--- src/logic/padframe_params.svh ---
// Pad frame parameters

`ifndef PADFRAME_PARAMS_SVH
`define PADFRAME_PARAMS_SVH

// Number of multiplexed pads
`define PAD_NUM 8

// Configuration register bus
`define REG_AW 8
`define REG_DW 32

// Input synchronizer depth
`define SYNC_STAGES 2

`endif

--- src/logic/pad_mux_pkg.sv ---
// Pad and pad function types

`include "padframe_params.svh"

package pad_mux_pkg;

  // Bits of one function select
  localparam int FUNC_W = 3;

  typedef logic [`PAD_NUM-1:0] pad_vec_t;
  typedef logic [2:0] pad_idx_t;

  typedef enum logic [FUNC_W-1:0] {
    FUNC_GPIO    = 3'd0,
    FUNC_UART_TX = 3'd1,
    FUNC_UART_RX = 3'd2,
    FUNC_SPI_SCK = 3'd3,
    FUNC_SPI_CSN = 3'd4,
    FUNC_SPI_SDO = 3'd5,
    FUNC_SPI_SDI = 3'd6,
    FUNC_NONE    = 3'd7
  } pad_func_e;

  // Pad i select in bits [i*FUNC_W +: FUNC_W]
  typedef logic [`PAD_NUM*FUNC_W-1:0] pad_sel_vec_t;

endpackage

--- src/logic/reg_bus_pkg.sv ---
// Configuration register bus types

`include "padframe_params.svh"

package reg_bus_pkg;

  typedef logic [`REG_AW-1:0] reg_addr_t;
  typedef logic [`REG_DW-1:0] reg_data_t;

  // Register bank handshake FSM
  typedef enum logic {
    REG_IDLE = 1'b0,
    REG_RESP = 1'b1
  } reg_state_e;

endpackage

--- src/logic/pad_cfg_regs.sv ---
// Pad select register bank

`timescale 1ns/100ps

`include "padframe_params.svh"

module pad_cfg_regs (
  input  logic                      clk_i,
  input  logic                      rst_n_i,
  input  logic                      reg_valid_i,
  input  logic                      reg_write_i,
  input  reg_bus_pkg::reg_addr_t    reg_addr_i,
  input  reg_bus_pkg::reg_data_t    reg_wdata_i,
  output logic                      reg_ready_o,
  output logic                      reg_error_o,
  output reg_bus_pkg::reg_data_t    reg_rdata_o,
  output pad_mux_pkg::pad_sel_vec_t pad_sel_o
);

  import reg_bus_pkg::*;
  import pad_mux_pkg::*;

  reg_state_e   state_q;
  pad_sel_vec_t sel_q;
  reg_data_t    rdata_q;
  logic         err_q;
  logic         addr_ok;
  pad_idx_t     idx;

  // Word aligned and inside the select table
  assign addr_ok = (reg_addr_i[1:0] == 2'b00) &&
                   (reg_addr_i <= reg_addr_t'(4 * (`PAD_NUM - 1)));
  assign idx = pad_idx_t'(reg_addr_i >> 2);

  always_ff @(posedge clk_i) begin
    if (!rst_n_i) begin
      state_q <= REG_IDLE;
      sel_q   <= {`PAD_NUM{FUNC_GPIO}};
      err_q   <= 1'b0;
    end else begin
      case (state_q)
        REG_IDLE: begin
          if (reg_valid_i) begin
            state_q <= REG_RESP;
            err_q   <= !addr_ok;
            if (addr_ok && reg_write_i) begin
              sel_q[idx*FUNC_W +: FUNC_W] <= reg_wdata_i[FUNC_W-1:0];
            end
          end
        end
        REG_RESP: begin
          // Single response cycle, then free for the next request
          state_q <= REG_IDLE;
          err_q   <= 1'b0;
        end
        default: begin
          state_q <= REG_IDLE;
        end
      endcase
    end
  end

  // Read data, zero for writes and bad addresses
  always_ff @(posedge clk_i) begin
    if (state_q == REG_IDLE && reg_valid_i) begin
      rdata_q <= '0;
      if (addr_ok && !reg_write_i) begin
        rdata_q[FUNC_W-1:0] <= sel_q[idx*FUNC_W +: FUNC_W];
      end
    end
  end

  assign reg_ready_o = (state_q == REG_RESP);
  assign reg_error_o = err_q;
  assign reg_rdata_o = rdata_q;
  assign pad_sel_o   = sel_q;

endmodule

--- src/logic/pad_in_demux.sv ---
// Pad to SoC input routing

`timescale 1ns/100ps

`include "padframe_params.svh"

module pad_in_demux (
  input  logic                      clk_i,
  input  logic                      rst_n_i,
  input  pad_mux_pkg::pad_sel_vec_t pad_sel_i,
  input  pad_mux_pkg::pad_vec_t     pad_in_i,
  output pad_mux_pkg::pad_vec_t     gpio_in_o,
  output logic                      uart_rx_o,
  output logic                      spi_sdi_o
);

  import pad_mux_pkg::*;

  pad_vec_t  sync_q [`SYNC_STAGES];
  pad_vec_t  pad_sync;
  pad_func_e func;

  // Synchronizer chain on all pad inputs
  always_ff @(posedge clk_i) begin
    if (!rst_n_i) begin
      for (int s = 0; s < `SYNC_STAGES; s++) begin
        sync_q[s] <= '0;
      end
    end else begin
      sync_q[0] <= pad_in_i;
      for (int s = 1; s < `SYNC_STAGES; s++) begin
        sync_q[s] <= sync_q[s-1];
      end
    end
  end

  assign pad_sync  = sync_q[`SYNC_STAGES-1];
  assign gpio_in_o = pad_sync;

  // Walk from the top pad down so the lowest index wins
  always_comb begin
    uart_rx_o = 1'b1;
    spi_sdi_o = 1'b0;
    for (int i = `PAD_NUM - 1; i >= 0; i--) begin
      func = pad_func_e'(pad_sel_i[i*FUNC_W +: FUNC_W]);
      if (func == FUNC_UART_RX) begin
        uart_rx_o = pad_sync[i];
      end
      if (func == FUNC_SPI_SDI) begin
        spi_sdi_o = pad_sync[i];
      end
    end
  end

endmodule

--- src/logic/pad_out_mux.sv ---
// SoC to pad output routing

`timescale 1ns/100ps

`include "padframe_params.svh"

module pad_out_mux (
  input  logic                      clk_i,
  input  logic                      rst_n_i,
  input  pad_mux_pkg::pad_sel_vec_t pad_sel_i,
  input  pad_mux_pkg::pad_vec_t     gpio_out_i,
  input  pad_mux_pkg::pad_vec_t     gpio_dir_i,
  input  logic                      uart_tx_i,
  input  logic                      spi_sck_i,
  input  logic                      spi_csn_i,
  input  logic                      spi_sdo_i,
  output pad_mux_pkg::pad_vec_t     pad_out_o,
  output pad_mux_pkg::pad_vec_t     pad_oe_o
);

  import pad_mux_pkg::*;

  pad_vec_t  out_d;
  pad_vec_t  oe_d;
  pad_func_e func;

  always_comb begin
    out_d = '0;
    oe_d  = '0;
    for (int i = 0; i < `PAD_NUM; i++) begin
      func = pad_func_e'(pad_sel_i[i*FUNC_W +: FUNC_W]);
      case (func)
        FUNC_GPIO: begin
          out_d[i] = gpio_out_i[i];
          oe_d[i]  = gpio_dir_i[i];
        end
        FUNC_UART_TX: begin
          out_d[i] = uart_tx_i;
          oe_d[i]  = 1'b1;
        end
        FUNC_SPI_SCK: begin
          out_d[i] = spi_sck_i;
          oe_d[i]  = 1'b1;
        end
        FUNC_SPI_CSN: begin
          out_d[i] = spi_csn_i;
          oe_d[i]  = 1'b1;
        end
        FUNC_SPI_SDO: begin
          out_d[i] = spi_sdo_i;
          oe_d[i]  = 1'b1;
        end
        // Input-only and disabled pads stay released
        default: begin
          out_d[i] = 1'b0;
          oe_d[i]  = 1'b0;
        end
      endcase
    end
  end

  // Registered so pads never see decode glitches
  always_ff @(posedge clk_i) begin
    if (!rst_n_i) begin
      pad_out_o <= '0;
      pad_oe_o  <= '0;
    end else begin
      pad_out_o <= out_d;
      pad_oe_o  <= oe_d;
    end
  end

endmodule

--- src/logic/periph_padframe.sv ---
// Peripheral pad multiplexer

`timescale 1ns/100ps

module periph_padframe (
  input  logic                   clk_i,
  input  logic                   rst_n_i,
  // Configuration register bus
  input  logic                   reg_valid_i,
  input  logic                   reg_write_i,
  input  reg_bus_pkg::reg_addr_t reg_addr_i,
  input  reg_bus_pkg::reg_data_t reg_wdata_i,
  output logic                   reg_ready_o,
  output logic                   reg_error_o,
  output reg_bus_pkg::reg_data_t reg_rdata_o,
  // Peripheral outputs
  input  pad_mux_pkg::pad_vec_t  gpio_out_i,
  input  pad_mux_pkg::pad_vec_t  gpio_dir_i,
  input  logic                   uart_tx_i,
  input  logic                   spi_sck_i,
  input  logic                   spi_csn_i,
  input  logic                   spi_sdo_i,
  // Pad side
  output pad_mux_pkg::pad_vec_t  pad_out_o,
  output pad_mux_pkg::pad_vec_t  pad_oe_o,
  input  pad_mux_pkg::pad_vec_t  pad_in_i,
  // Peripheral inputs
  output pad_mux_pkg::pad_vec_t  gpio_in_o,
  output logic                   uart_rx_o,
  output logic                   spi_sdi_o
);

  import pad_mux_pkg::*;

  pad_sel_vec_t pad_sel;

  pad_cfg_regs i_pad_cfg_regs (
    .clk_i       ( clk_i       ),
    .rst_n_i     ( rst_n_i     ),
    .reg_valid_i ( reg_valid_i ),
    .reg_write_i ( reg_write_i ),
    .reg_addr_i  ( reg_addr_i  ),
    .reg_wdata_i ( reg_wdata_i ),
    .reg_ready_o ( reg_ready_o ),
    .reg_error_o ( reg_error_o ),
    .reg_rdata_o ( reg_rdata_o ),
    .pad_sel_o   ( pad_sel     )
  );

  pad_out_mux i_pad_out_mux (
    .clk_i      ( clk_i      ),
    .rst_n_i    ( rst_n_i    ),
    .pad_sel_i  ( pad_sel    ),
    .gpio_out_i ( gpio_out_i ),
    .gpio_dir_i ( gpio_dir_i ),
    .uart_tx_i  ( uart_tx_i  ),
    .spi_sck_i  ( spi_sck_i  ),
    .spi_csn_i  ( spi_csn_i  ),
    .spi_sdo_i  ( spi_sdo_i  ),
    .pad_out_o  ( pad_out_o  ),
    .pad_oe_o   ( pad_oe_o   )
  );

  pad_in_demux i_pad_in_demux (
    .clk_i     ( clk_i     ),
    .rst_n_i   ( rst_n_i   ),
    .pad_sel_i ( pad_sel   ),
    .pad_in_i  ( pad_in_i  ),
    .gpio_in_o ( gpio_in_o ),
    .uart_rx_o ( uart_rx_o ),
    .spi_sdi_o ( spi_sdi_o )
  );

endmodule

--- config.mk ---
export PLATFORM = sky130hd
export DESIGN_NAME = periph_padframe
export DESIGN_NICKNAME = d
export VERILOG_FILES = /design/src/logic/pad_mux_pkg.sv /design/src/logic/reg_bus_pkg.sv /design/src/logic/pad_cfg_regs.sv /design/src/logic/pad_in_demux.sv /design/src/logic/pad_out_mux.sv /design/src/logic/periph_padframe.sv
export VERILOG_INCLUDE_DIRS = /design/src /design/src/logic
export SDC_FILE = /design/constraint.sdc
export NUM_CORES = 1
export LEC_CHECK = 0
export CORE_ASPECT_RATIO = 2
export CORE_MARGIN = 2
export CORE_UTILIZATION = 55
export DETAILED_ROUTE_END_ITERATION = 16
export DONT_BUFFER_PORTS = 1
export PLACE_DENSITY = 0.7
export SLEW_MARGIN = 20
export SYNTH_ARGS = -nofsm -noshare
export SYNTH_HDL_FRONTEND = slang
export SYNTH_SLANG_ARGS = --single-unit
--- constraint.sdc ---
create_clock -name clk_i -period 2 [get_ports clk_i]
set_input_delay 0 -clock clk_i [delete_from_list [all_inputs] [get_ports clk_i]]
set_output_delay 0 -clock clk_i [all_outputs]
set_load 0.05 [all_outputs]
## Yosys cells after proc, flatten, opt, wreduce, memory -nomap -nowiden

Memories as Yosys holds them, arrays and structs flattened.
Cells that the tools add are included.

- Reduce and logical (&&, ||, !) cells: 24
- $add $sub $neg: 1
- Multiply operators: 1
- Shift-type cells: 3
- Equal/unequal tests: 49
- Bitwise gates (word level): 3
- Order comparisons: 1
- Multiplexer cells: 41

Operator list:

| cell | count |
|---|---|
| $eq 3x3->1 const B | 24 |
| $eq 3x2->1 const B | 16 |
| $pmux 1 s5 | 8 |
| $neg 5->34 | 1 |
| $shift 3x34->24 const A | 1 |
| $shiftx 3x34->24 | 1 |
| $reduce_or 4->1 | 8 |
| $bwmux 24 | 1 |
| $eq 3x1->1 const B | 8 |
| $logic_not 3->1 | 8 |
| $shiftx 24x6->3 | 1 |
| $mux 1 | 20 |
| $pmux 1 s2 | 10 |
| $mux 8 | 2 |
| $le 8x5->1 const B | 1 |
| $mul 3x2->5 const B | 1 |
| $logic_and 1x1->1 | 4 |
| $reduce_and 3->1 | 1 |
| $logic_not 1->1 | 2 |
| $logic_not 2->1 | 1 |
| $ne 2x2->1 const B | 1 |
| $or 1x1->1 | 2 |
| $not 1->1 | 1 |

- Memories kept: 1
- Register bits: 45
- Bits in writable memories: 16
- Output and inout bits: 60
- Input bits: 72
- Word-level logic and storage cells: 130

Memories:

| memory | words | bits a word | read ports | clocked after Yosys merged registers in | write ports | RTL line | RTL |
|---|---|---|---|---|---|---|---|
| i_pad_in_demux.sync_q | 2 | 8 | 2 | 0 | 2 | pad_in_demux.sv:19 | `` pad_vec_t sync_q [`SYNC_STAGES]; `` |

## Depth between registers and ports, before layout

- Depth after elaboration: 9
- Depth in mapped cells: 7
- Gate-level depth less buffers: 6

## By module

A second synthesis with hierarchy kept.

- Cell total of the unflattened synthesis: 367
- Area, all modules: 3,427.0 um2

Modules (own cells, without submodules):

| module | instances | area each (um2) | cells each | sequential area each (um2) |
|---|---|---|---|---|
| pad_cfg_regs | 1 | 1,686.6 | 182 | 610.6 |
| pad_out_mux | 1 | 932.1 | 100 | 320.3 |
| pad_in_demux | 1 | 808.3 | 85 | 320.3 |

## Least setup slack after synthesis

OpenSTA, ideal clock, no wires.

- Path kind: reg2out
- Start: register i_pad_cfg_regs.sel_q[20] (netlist: i_pad_cfg_regs.pad_sel_o[20])
- End: output port uart_rx_o
- Cell stages (with the launch flop): 6
- Required time: 2.000 ns
- Buffers on the path: 1
- Path slack: -0.046 ns
- Arrival: 2.046 ns
- Cell sequence: dfxtp_1 buf_2 or3b_2 a211oi_1 o221ai_1 a21oi_1

- Word-level cells in the longest chain between the ends: 8

RTL lines:

| item | RTL line | RTL |
|---|---|---|
| from (decl) | pad_cfg_regs.sv:24 | `pad_sel_vec_t sel_q;` |
| from (signal assigned) | pad_cfg_regs.sv:38 | `` sel_q <= {`PAD_NUM{FUNC_GPIO}}; `` |
| from (signal, indexed assignment) | pad_cfg_regs.sv:47 | `sel_q[idx*FUNC_W +: FUNC_W] <= reg_wdata_i[FUNC_W-1:0];` |
| $eq 3x2->1 | pad_in_demux.sv:46 | `if (func == FUNC_UART_RX) begin` |
| $mux 1 (7 in series) | pad_in_demux.sv:46 |  |
| to (decl) | periph_padframe.sv:29 | `output logic uart_rx_o,` |

Every way passes these cells.

## Final worst setup path

Ends and elaborated chain as after synthesis.

==> results.md <==
- The synthesized netlist cell count is 349.
- The slowest cell on the critical path is sky130_fd_sc_hd__or3b_2.
- The worst register-to-register path ends at i_pad_cfg_regs.reg_rdata_o[2].
- The startpoint of the most critical register-to-register path is i_pad_cfg_regs.pad_sel_o[20].
- After detailed routing, the total wire length is between 8 and 9 mm.
- Static timing analysis puts the maximum clock frequency at 518.1 MHz.
- Global routing used between 20% and 30% of the available met1 tracks.
- The first-pass iteration count of the detailed router is 4.
- The worst pin sits at a relative slew slack of 66.72%.
- The startpoint identified for the worst hold timing path is reg_addr_i[4].
- The longest clock path from root to sink contains 2 buffers.
- The total area inside the core boundary comes to 5956 sq um.
- The root cell of the clock tree is sky130_fd_sc_hd__clkbuf_16.
- The synthesized flop and latch total is 61.
- The number of synthesized flops with an enable pin is 3.
- The data required time of the critical path is 2.00 ns.
- The layout has about 480 filler cells.
- Across the VDD grid, the largest voltage drop is between 0.8 and 0.9 mV.
- The initial core utilization is a little under three fifths.
- For the worst setup path, the data arrival time is 1.93 ns.
- In this run the worst path has a maximum fanout of 2.
- By startpoint and endpoint, the worst setup path is classified as reg2out.
- The leakage power figure is 1.661 nW.
- The depth of the worst hold-timing path is 2.
- The async set-reset flop share out of synthesis is 0%.
- The area growth from synthesis to layout is 17.45%.
- The category of the worst setup path capture point is an output pin.
- The initial antenna violation count is 0.
- The routed layout has about 2600 vias.
- For this run, the leading register cell type out of synthesis is sky130_fd_sc_hd__dfxtp_1.
- The total negative slack for setup checks is 0 ns.
- The floorplan step set the die width to 59.41 microns.
- Across the run, the number of max-cap violations was 0.
- The clock drives slightly above 60 sinks.
- The met2 track utilization from global routing is 43.88%.
- The final routed DRC violation total is 0.
- For the worst-skew pair, the clock arrives at the later sink with an insertion delay of 0.33 ns.
- The number of pins with negative max-slew slack in the final report came to 0.
- Summing every instance area after synthesis gives 3377 sq um.
- The share of the core filled with cells in the final layout is 66.60%.
- Entering global routing, the biggest net connects 71 pins.
- The H-tree was split into 3 levels.
- The worst hold path terminates at i_pad_cfg_regs.reg_rdata_o[0].
- Of the cells placed in the final design, the portion with a size suffix greater than 1 is around 16%.
- The via count of the first global-routing pass is around 2600.
- The global routing stage identified its most utilized layer as met2.
- The final standard cell area without fillers is 3966 sq um.
- The final estimated routing congestion in global placement is 0.8051.
- After synthesis, the cell types taking the most area are sky130_fd_sc_hd__dfxtp_1, sky130_fd_sc_hd__mux4_2, sky130_fd_sc_hd__mux2i_1.
- The CTS tree is built.
- The final hold violation count is 0.
- The detailed placer's ending HPWL is 5.705 mm.
- Setup violations remaining at the end of the flow were counted as 0.
- The largest single stage delay on the critical path is around 0.48 ns.
- The total global-route track usage is 25.33%.
- In this run the mean area of a mapped cell was 9.676 sq um.
- The number of library cell types mapped by synthesis is 46.
- The number of cell instances on the worst register-to-register path is 5.
- The top cell type by total area after synthesis is sky130_fd_sc_hd__dfxtp_1.
- The Yosys step of the flow raised 0 warnings.
- The number of placed instances, taps included, is 398.
- The net count reported at finish is 453.
- The area share of the largest cell type after synthesis is ~34%.
- The first global-routing pass estimated 12.60 mm of wire.
- The placed instances occupy a cell area of 3322 sq um.
- Summing the sequential cell areas from Yosys gives 37.05% of the chip area.
- The violation count after the first detailed-routing iteration is 99.
- The I/O pin total is 132.
- The die covers 6821 sq um.
- The worst setup path is launched from a flip-flop.
- The worst path uses between 90% and 100% of the clock period.
- The number of core rows is 40.
- The worst path in the final design needs a cycle of 1.930 ns, including I/O delays and setup.
- Once the clock tree was built, the setup fixing pass inserted 0 buffers.
- The routed wire length per instance is 18.17 microns.
- The global-route met3 utilization is 7.087%.
- The total congestion overflow is 0.
- The signal on the critical path passes through or3b_2 -> a211oi_2 -> o221ai_1 -> a21oi_2 -> buf_4.
- Setup repair after global routing left no endpoint under its margin.
- The clock-pin slew reported for the worst setup and hold paths after clock tree synthesis is roughly 0.050 ns.
- The register-to-register setup slack is roughly 0.07 ns.
- For the pin with the worst max-slew slack, the measured transition is 0.4985 ns.
- Using the TritonRoute via totals, the vias-per-cell ratio works out to roughly 5.8.
- The count of cells in the finished layout, fillers not included, comes to 444.
- The number of buffers created by CTS is 9.
- In this run the power density over the cells is 834.3 nW/um^2.
- The number of antenna-violating nets in the routed design is 0.
- The run finished with clean final reports.
- The die span in y is 114.8 microns.
- The count of buffers added on input and output ports is 0.
- The class of the tightest hold or removal check is in2reg.
- The worst-case clock skew is 0.005867 ns.
- The antenna diode instance count is 0.
[worst max path at each step]
| stage | cells after the start | startpoint | to |
|---|---|---|---|
| after floorplan | 5 | i_pad_cfg_regs.pad_sel_o[14] | spi_sdi_o |
| final | 5 | i_pad_cfg_regs.pad_sel_o[20] | uart_rx_o |
| after detailed placement | 5 | i_pad_cfg_regs.pad_sel_o[20] | uart_rx_o |
| after global placement | 5 | i_pad_cfg_regs.pad_sel_o[20] | uart_rx_o |
| after global routing | 5 | i_pad_cfg_regs.pad_sel_o[19] | uart_rx_o |
| after CTS | 5 | i_pad_cfg_regs.pad_sel_o[20] | uart_rx_o |
[stage by stage]
stage / worst slack [ns] / hold slack [ns] / power [mW]
global route: 0.0002229 / 0.009892 / 3.419
floorplan: 0.1952 / 0.1273 / 1.687
global placement: 0.3651 / 0.1275 / 1.632
detailed placement: 0.3461 / 0.1317 / 1.637
finish: 0.06991 / 0.01553 / 3.309
CTS: 0.04385 / 0.004140 / 3.338
[area by class of cell]
class	count	area [sq um]	share of cell area, %
inverter	10	37.54	0.9464
tap	63	78.83	1.987
clock buffer	10	239.0	6.025
clock inverter	5	75.07	1.893
timing repair buffer	46	432.9	10.91
sequential	61	1251	31.55
multi-input combinational	249	1852	46.69
[where the power goes]
group	internal, mW	leakage (nW)	switching, mW
clock	1.11	0.158	0.513
sequential	1.27	0.506	0.0911
combinational	0.107	0.998	0.225
[Yosys cell counts (2+ instances only)]
master and n:
sky130_fd_sc_hd__dfxtp_1 58, sky130_fd_sc_hd__nand2_1 40, sky130_fd_sc_hd__buf_4 37, sky130_fd_sc_hd__mux2i_1 29
sky130_fd_sc_hd__and2_1 25, sky130_fd_sc_hd__clkbuf_1 18, sky130_fd_sc_hd__mux4_2 14, sky130_fd_sc_hd__nor2_1 11
sky130_fd_sc_hd__inv_1 10, sky130_fd_sc_hd__o22ai_1 9, sky130_fd_sc_hd__nand3b_1 8, sky130_fd_sc_hd__nand3_1 7
sky130_fd_sc_hd__nor3b_1 7, sky130_fd_sc_hd__nand2b_1 6, sky130_fd_sc_hd__nand4b_1 6, sky130_fd_sc_hd__a21boi_0 5
sky130_fd_sc_hd__nand4_1 5, sky130_fd_sc_hd__nor3_1 5, sky130_fd_sc_hd__and3_1 4, sky130_fd_sc_hd__ha_1 4
sky130_fd_sc_hd__a211oi_1 3, sky130_fd_sc_hd__edfxtp_1 3, sky130_fd_sc_hd__nor4b_1 3, sky130_fd_sc_hd__nor4bb_1 3
sky130_fd_sc_hd__or2_2 3, sky130_fd_sc_hd__a31oi_1 2, sky130_fd_sc_hd__buf_2 2, sky130_fd_sc_hd__o21ai_0 2
sky130_fd_sc_hd__or3b_2 2, sky130_fd_sc_hd__or4b_4 2
[metal layers]
layer,up-vias,wire length [microns]
li1,1217,-
met1,1263,2727
met2,96,4570
met3,19,436
met4,0,333
met5,-,0
[kinds of logic after synthesis]
| group | synth area share (%) |
|---|---|
| compound gates | 5.261 |
| fa+ha+maj | 1.482 |
| buf+inv | 11.63 |
| simple gates | 25.94 |
| flops | 37.05 |
| other cells | 0.1110 |
| mux | 18.27 |
| xor+xnor | 0.2594 |
[worst max-delay path: cells and delay by family, from the launching register on]
family / cells / cell delay, ns
DFF: 1 / 0.31
buffers and inverters: 1 / 0.21
AOI/OAI and AO/OA: 3 / 0.59
and+or+nand+nor: 1 / 0.48
[flip-flops by register name (all words and copies together) (netlist names)]
signal / count
i_pad_cfg_regs.pad_sel_o: 24
i_pad_out_mux.pad_oe_o: 8
i_pad_in_demux.sync_q: 16
i_pad_cfg_regs.reg_rdata_o: 3
i_pad_cfg_regs.reg_error_o: 1
i_pad_out_mux.pad_out_o: 8
i_pad_cfg_regs.reg_ready_o: 1
[repair_timing]
item | 4_1_cts | 5_1_grt
resized for setup | 1 | 1
pin swaps | 0 | 0
gates cloned | 0 | 0
hold endpoints to repair | 64 | 0
setup endpoints to repair | 1 | 1
hold buffers | 31 | 0
[placed cells by master (no fill, tap or decap), drive strengths merged, types with 2 or more instances in the layout]
master        n
dlygate4sd3  30
edfxtp        3
nor4bb        3
a31oi         2
and2         25
dfxtp        58
nor2         11
nand4b        6
or2           3
nand2b        6
mux4         14
conb         29
o21ai         2
or3b          2
nand2        40
clkinv        3
nor3          6
and3          4
nand4         5
mux2i        29
bufinv        2
or4b          2
nor4b         3
o22ai         9
a211oi        3
nand3         8
buf          16
a21boi        5
nor3b         8
inv          10
nand3b        8
ha            4
clkbuf       10
Power figures use the tool's default switching activity.
